[config.mk]
export PLATFORM = sky130hd
export DESIGN_NAME = decoder
export DESIGN_NICKNAME = d
export VERILOG_FILES = /design/src/hdl/simt_pkg.sv /design/src/hdl/decoder.sv
export VERILOG_INCLUDE_DIRS = /design/src /design/src/hdl
export SDC_FILE = /design/constraint.sdc
export NUM_CORES = 1
export LEC_CHECK = 0
export BUFFER_PORTS_ARGS = -buffer_cell sky130_fd_sc_hd__clkbuf_2
export CAP_MARGIN = 20
export CELL_PAD_IN_SITES_DETAIL_PLACEMENT = 1
export CELL_PAD_IN_SITES_GLOBAL_PLACEMENT = 1
export CORE_MARGIN = 8
export CORE_UTILIZATION = 11
export DETAILED_ROUTE_END_ITERATION = 10
export PLACE_DENSITY = 0.79
export SLEW_MARGIN = 15
export SYNTH_ARGS = -nofsm -noshare
export SYNTH_HDL_FRONTEND = slang
export SYNTH_SLANG_ARGS = --single-unit
[constraint.sdc]
create_clock -name vclk -period 1.05
set_input_delay 0.315 -clock vclk [all_inputs]
set_output_delay 0.315 -clock vclk [all_outputs]
set_load 0.02 [all_outputs]
[src/hdl/simt_frontend_config.svh]
// Build-time sizes for the SIMT instruction front end
// Warp count and width, PC and instruction widths, memory depth
`ifndef SIMT_FRONTEND_CONFIG_SVH
`define SIMT_FRONTEND_CONFIG_SVH

// Number of warps held by the fetcher
`define SIMT_NUM_WARPS 4

// Threads per warp, one active-mask bit each
`define SIMT_WARP_WIDTH 8

// Word address of an instruction
`define SIMT_PC_WIDTH 8

// Raw encoded instruction
`define SIMT_INST_WIDTH 32

// Words in the instruction memory
// Covers the full PC range
`define SIMT_IMEM_DEPTH 256

`endif

[src/hdl/simt_pkg.sv]
// Shared types of the SIMT front end
// Warp id, PC, active mask, raw and decoded instruction
`default_nettype none

`include "simt_frontend_config.svh"

package simt_pkg;

    // Warp identifier, wide enough for every warp
    typedef logic [$clog2(`SIMT_NUM_WARPS)-1:0] wid_t;

    // Instruction word address
    typedef logic [`SIMT_PC_WIDTH-1:0] pc_t;

    // One bit per thread of a warp
    typedef logic [`SIMT_WARP_WIDTH-1:0] act_mask_t;

    // Instruction as stored in memory
    typedef logic [`SIMT_INST_WIDTH-1:0] enc_inst_t;

    // Register file index
    typedef logic [7:0] reg_idx_t;

    // Decoded register fields
    // dst sits on top, then src[1] and src[0] in the packed layout
    typedef struct packed {
        reg_idx_t       dst;
        reg_idx_t [1:0] src;
    } dec_inst_t;

endpackage : simt_pkg

`default_nettype wire

[src/hdl/decoder.sv]
// Instruction decoder of the SIMT front end
// Register field split, stop detection and decoded-warp feedback
`timescale 1ns/1ps
`default_nettype none

`include "simt_frontend_config.svh"

module decoder #(
    parameter type dec_inst_t = simt_pkg::dec_inst_t
) (
    // From the instruction memory
    output logic                dec_ready_o,
    input  logic                ic_valid_i,
    input  simt_pkg::pc_t       ic_pc_i,
    input  simt_pkg::act_mask_t ic_act_mask_i,
    input  simt_pkg::wid_t      ic_warp_id_i,
    input  simt_pkg::enc_inst_t ic_inst_i,

    // To the dispatcher
    input  logic                disp_ready_i,
    output logic                dec_valid_o,
    output simt_pkg::pc_t       dec_pc_o,
    output simt_pkg::act_mask_t dec_act_mask_o,
    output simt_pkg::wid_t      dec_warp_id_o,
    output dec_inst_t           dec_inst_o,

    // Back to the fetcher
    output logic                dec_decoded_o,
    output logic                dec_stop_warp_o,
    output simt_pkg::wid_t      dec_decoded_warp_id_o,
    output simt_pkg::pc_t       dec_decoded_next_pc_o
);
    localparam int inst_w = `SIMT_INST_WIDTH;
    localparam int reg_w  = $bits(simt_pkg::reg_idx_t);

    logic stop_consumed;

    // Ready comes straight from the dispatcher
    assign dec_ready_o = disp_ready_i;

    // Warp info passes through unchanged
    assign dec_pc_o       = ic_pc_i;
    assign dec_act_mask_o = ic_act_mask_i;
    assign dec_warp_id_o  = ic_warp_id_i;

    // Stop marker is an all-ones low byte
    assign dec_stop_warp_o = &ic_inst_i[7:0];

    // Stop leaves the memory stage only once it is accepted
    assign stop_consumed = ic_valid_i && dec_stop_warp_o && dec_ready_o;

    // Stops never reach the dispatcher
    assign dec_valid_o = ic_valid_i && !dec_stop_warp_o;

    // Fetcher learns about dispatched instructions and consumed stops
    assign dec_decoded_o         = stop_consumed || (dec_valid_o && disp_ready_i);
    assign dec_decoded_warp_id_o = ic_warp_id_i;
    assign dec_decoded_next_pc_o = ic_pc_i + simt_pkg::pc_t'(1);

    // dst on top, then src[0] and src[1] going down
    always_comb begin : decode_fields
        dec_inst_o.dst    = ic_inst_i[inst_w-1 -: reg_w];
        dec_inst_o.src[0] = ic_inst_i[inst_w-1-reg_w -: reg_w];
        dec_inst_o.src[1] = ic_inst_i[inst_w-1-2*reg_w -: reg_w];
    end

endmodule : decoder

`default_nettype wire

==> After elaboration in Yosys (flattened, before gate mapping) <==
Cells that the tools add are included.
{ "word_totals": {"regBits": 0, "input_bits": 52, "output_inout_bits": 56, "wordCells": 8} }
{ "op_classes": {"n_addsub": 1, "n_reduce_logical": 7} }
{ "op_table": {"columns": ["operator", "n"], "rows": [
  ["adder 8 x 1 -> 8 bit, second input constant", 1],
  ["AND reduction 8 bit", 1],
  ["logical AND 1 bit", 4],
  ["logical NOT 1 bit", 1],
  ["logical OR 1 bit", 1]
]} }

==> Depth between registers and ports, before layout <==
Gate-level depths: netlist (run 1).
{ "depth": {"word_depth": 5, "depth_mapped": 3, "depth_no_buf": 3} }

==> Least setup slack after synthesis (run 1) <==
Ideal clock, no wire load.
{ "synth_path": {"kind": "input-to-output", "startpoint": "in ic_pc_i[0]", "endpoint": "out dec_decoded_next_pc_o[7]", "t_arrival_ns": 0.978, "required_time_ns": 0.735, "slack_ns": -0.243, "cell_stages": 3, "path_buffers": 0, "path_cell_list": "nand3_2 > nor3_2 > xor2_1"} }
{ "synth_via": {"elab_chain_cells": 1} }
{ "synth_rtl": {"columns": ["item", "line", "rtl"], "rows": [
  ["start: declaration", "decoder.sv:14", "input simt_pkg::pc_t ic_pc_i,"],
  ["adder 8 x 1 -> 8 bit", "decoder.sv:58", "assign dec_decoded_next_pc_o = ic_pc_i + simt_pkg::pc_t'(1);"],
  ["end: declaration", "decoder.sv:31", "output simt_pkg::pc_t dec_decoded_next_pc_o"]
]} }
Every way passes these cells.

==> Worst setup path after layout (run 1) <==
Ends and elaborated chain as after synthesis.

==> flow_summary.toml, run 1 <==
[synth]
syn_nets = 119
yosysSeqAreaShare_pct = 0
ys_types = 14
synth_fa_ha_area_share_pct = 2.59
synthesis.area_um2 = 483
synthCells = 66
synth_top_family_by_area = "buffers and inverters"
yosysWarnings = 0
yosys.area_share.simple_pct = 15.8
avgSynthCellArea_um2 = 7.32
synthMuxAreaShare_pct = 0
synth-xor-area-share_pct = 10.9
synth_compound_area_share_pct = 0

[setup_path]
cp_max_fo = 3
cp.depth = 5
path_delay_family = "buffers and inverters"
arrival_ns = 1.03
worst-endpoint-required_ns = 0.73
cp_num_buf_inv = 2
cp_slowest_stage_delay_ns = 0.16
end_kind = "primary output"
critical_path_class = "input pin to primary output"
path_cells = "clkbuf_16, nand3_4, nor3_4, xor2_2, clkbuf_8"
crit_path_start_kind = "input pin"
cp_slowest_cell = "nor3_4"

[die]
dieWidth_um = 82.3
rows = 24
start_util_pct = 11.2
coreArea_um2 = 4290
design.die.area_um2 = 6770
io_pins = 108
die_h_um = 82.3

[timing]
finalWorstSetupSlack_ns = -0.290
tightest_slew_ns = 0.168
max_freq_mhz = 746
fin_crit_ns = 1.34
rsz0062_at_grt = "true"
final_max_slew_viol_count = 0
timing.final.hold_violations = 0
setup_viol = 10
fin_tns_setup_ns = -1.84
period_share_pct = 128
holdWs_ns = 0.630
relSlewSlack_pct = 88.8

[power]
power_per_cell_area_nw_per_um2 = 433
vdd_drop_max_v = 0.0000780
leakage_nw = 0.401

[status]
violations = "negative setup slack"
status = "finished, violations left"

[final_layout]
clock_buffers = 0
area_growth_pct = 87.8
fillCellCount = 478
diodes = 0
nFlopsAndLatches = 0
drive_gt1_share_pct = 95.5
multi_input_area_um2 = 312
finalNetCount = 122
seq_area_um2 = 0
layout.core_utilization_pct = 21.1

[detailed_routing]
vias = 369
drt_wl_total_um = 1520
first_iter_violations = 1
viasPerCell = 3.10
drc = 0
firstDrtPassIters = 3
postRouteAntennaNets = 0
wl_per_cell_um = 12.8

[global_routing]
grt_pass1_wl_um = 2140
grt_usage_pct = 3.87
grt.overflow.total = 0
grt_pass1_vias = 397
grt_max_degree = 5
antenna_found_initial = 0

[worst_hold_path]
whs_path_depth = 0
min_path_type = "input pin to primary output"

[placement]
port_buffers = 38
place_congestion = 0.639

[run]
cap_violations = 0
-- worst paths after layout --
| kind | startpoint | endpoint | slack [ns] |
|---|---|---|---|
| setup / recovery | ic_pc_i[0] | dec_decoded_next_pc_o[7] | -0.29 |
| hold / removal | ic_inst_i[31] | dec_inst_o[23] | 0.63 |
-- layer usage --
layer / up-vias / GRT usage [%] / routed length, um
li1: 161 / - / -
met1: 169 / 3.26 / 392
met2: 30 / 8.14 / 864
met3: 9 / 0.974 / 226
met4: 0 / 1.58 / 34
met5: - / 0 / 0
-- area by class of cell --
type	instances	area share, %
Multi-Input combinational cell	20	34.3
Tap cell	52	7.17
Timing Repair Buffer	46	58.1
Inverter	1	0.414
-- cell usage in the layout (no fill, tap or decap), types with 2 or more instances in the layout --
cell type,n
clkbuf_2,15
clkbuf_8,9
buf_6,8
buf_8,6
clkbuf_16,5
nand3_4,3
xor2_2,3
buf_4,3
xnor2_4,2
nor2_4,2
nand4_1,2
-- synthesized netlist by cell type (all sizes together) --
library cell	number	area, um2
nand2	2	7.51
nand3	3	20.0
ha	1	12.5
xor2	3	26.3
nand4	2	12.5
and3	1	6.26
nor3	1	10.0
nor2	2	7.51
nor2b	1	6.26
and2	1	6.26
xnor2	3	26.3
buf	45	338
inv	1	3.75
-- per-stage QoR --
stage	cell area (um2)	total power (W)	std cells	setup WS, ns
3_5_place_dp	611	0.000265	118	-0.386
6_report	907	0.000392	119	-0.290
4_1_cts	870	0.000372	118	-0.282
2_1_floorplan	641	0.000357	66	-0.0811
3_3_place_gp	611	0.000258	118	-0.366
5_1_grt	907	0.000414	119	-0.345
-- power breakdown --
part | total [W] | switching (W) | internal, W
sequential | 0 | 0 | 0
clock | 0 | 0 | 0
combinational | 0.000392 | 0.000167 | 0.000226
total | 0.000392 | 0.000167 | 0.000226
-- repair_timing --
action                                  4_1_cts  5_1_grt
hold buffers                                  0        0
gates resized for setup                      48       16
endpoints found under the setup margin       14       10
setup buffers                                 0        1
pin swaps                                     9        5
-- cell families after synthesis --
kind of cell / after synthesis
buf+inv: 46
fa+ha+maj: 1
simple gates: 13
xor+xnor: 6
No activity file was read; power rests on OpenSTA's default activity.
==> inputs of run 2 (changes only) <==
CORE_UTILIZATION = 14   (was 11)
PLACE_DENSITY = 0.93   (was 0.79)
clock period = 1.75 ns   (was 1.05 ns; I/O delays follow)
==> run 2 against run 1 <==
Effect of this change:
- the flow now finishes without violations
- hold slack better by 0.42 ns
- worst setup slack better by 0.29 ns
- global-route usage is 0.47 points higher
- via count is 2.7% higher
- wire length is 6.2% lower
- critical endpoint is now dec_decoded_next_pc_o[4]
- highest routed layer unchanged
==> flow_summary.toml, run 2 (synthesized netlist as in run 1, its figures left out) <==
[final_layout]
final_common_cell = "clkbuf_2"
final_cell_mix = "clkbuf_2, buf_4, xor2_1"
diodes = 0
nFlopsAndLatches = 0
clock_buffers = 0
drive_gt1_share_pct = 82.8
stdcell_count = 110
finalNetCount = 119
seq_area_um2 = 0
area_growth_pct = 24.4
layout.core_utilization_pct = 18.0

[die]
die_h_um = 74.7
rows = 21
design.die.area_um2 = 5590
coreArea_um2 = 3340
dieWidth_um = 74.7
start_util_pct = 14.5
io_pins = 108

[setup_path]
crit_path_start_kind = "input pin"
worst-endpoint-required_ns = 1.22
cp_slowest_cell = "xnor2_2"
end_kind = "primary output"
critical_path_class = "input pin to primary output"
cp_max_fo = 4
cp_slowest_stage_delay_ns = 0.18
path_cells = "clkbuf_16, ha_4, nand3_4, xnor2_2, buf_4"
arrival_ns = 1.22

[power]
power.total_w = 0.000160
vdd_drop_max_v = 0.0000303
power_per_cell_area_nw_per_um2 = 267
leakage_nw = 0.291

[cts]
cts_setup_buffers = 0
holdBufCountCts = 0

[global_routing]
grt_usage_pct = 4.33
grt_pass1_vias = 403
grt_pass1_wl_um = 1910
grt.overflow.total = 0
grt_max_degree = 6
antenna_found_initial = 0

[detailed_routing]
drt_wl_total_um = 1420
first_iter_violations = 0
drc = 0
wl_per_cell_um = 12.9
firstDrtPassIters = 1
vias = 379
postRouteAntennaNets = 0
viasPerCell = 3.45

[worst_hold_path]
hold_start = "ic_inst_i[15]"
whs_path_depth = 0
min_to = "dec_inst_o[15]"
min_path_type = "input pin to primary output"

[timing]
rsz0062_at_grt = "true"
timing.final.hold_violations = 0
fin_crit_ns = 1.75
fin_tns_setup_ns = 0
tightest_slew_ns = 0.144
final_max_slew_viol_count = 0
period_share_pct = 100
max_freq_mhz = 572
relSlewSlack_pct = 90.3
setup_viol = 0

[placement]
placed_cells = 110
dp_hpwl_um = 1180
place_congestion = 0.581
port_buffers = 38

[status]
status = "finished clean"

[run]
cap_violations = 0
[run 2: timing repair]
| item | CTS | global route |
|---|---|---|
| endpoints found under the setup margin | 6 | 5 |
| pin swaps | 6 | 10 |
| resized for setup | 21 | 18 |
[run 2: critical path: cells and delay by family]
family / cells / cell delay (ns)
simple gates: 1 / 0.07
buf+inv: 2 / 0.29
fa+ha+maj: 1 / 0.16
xor+xnor: 1 / 0.18
[run 2: per-layer routing]
metal | vias to the layer above | GRT usage, % | part of all wire, %
met1 | 165 | 3.02 | 27
li1 | 160 | - | -
met2 | 35 | 8.91 | 51
met3 | 19 | 1.33 | 16
met5 | - | 0 | 0
met4 | 0 | 3.70 | 5.8
[run 2: how the worst max path moves through the flow]
stage	endpoint	from	depth (start not counted)	slack [ns]
final	dec_decoded_next_pc_o[4]	ic_pc_i[0]	5	0.0003
after global routing	dec_decoded_next_pc_o[4]	ic_pc_i[0]	5	-0.04
after CTS	dec_decoded_next_pc_o[7]	ic_pc_i[2]	5	-0.004
after detailed placement	dec_decoded_next_pc_o[6]	ic_pc_i[0]	5	-0.15
after global placement	dec_decoded_next_pc_o[4]	ic_pc_i[0]	5	-0.10
after floorplan	dec_decoded_next_pc_o[7]	ic_pc_i[0]	3	0.04
[run 2: per-stage QoR]
step / setup WS, ns / hold WS [ns] / cell area [um2]
after CTS: -0.00355 / 1.05 / 544
after global placement: -0.103 / 1.05 / 430
after global routing: -0.0430 / 1.05 / 601
after detailed placement: -0.151 / 1.05 / 430
final: 0.000289 / 1.05 / 601
after floorplan: 0.0370 / 1.13 / 483
[run 2: area by class of cell]
class | instances | area, um2
fill | 413 | 2740
inverter | 1 | 3.75
multi-input combinational | 20 | 224
tap | 46 | 57.6
timing repair buffer | 43 | 315
[run 2: report_power, final]
| part | internal [W] | switching (W) |
|---|---|---|
| Sequential | 0 | 0 |
| Clock | 0 | 0 |
| Combinational | 0.0000770 | 0.0000835 |
| Total | 0.0000770 | 0.0000835 |
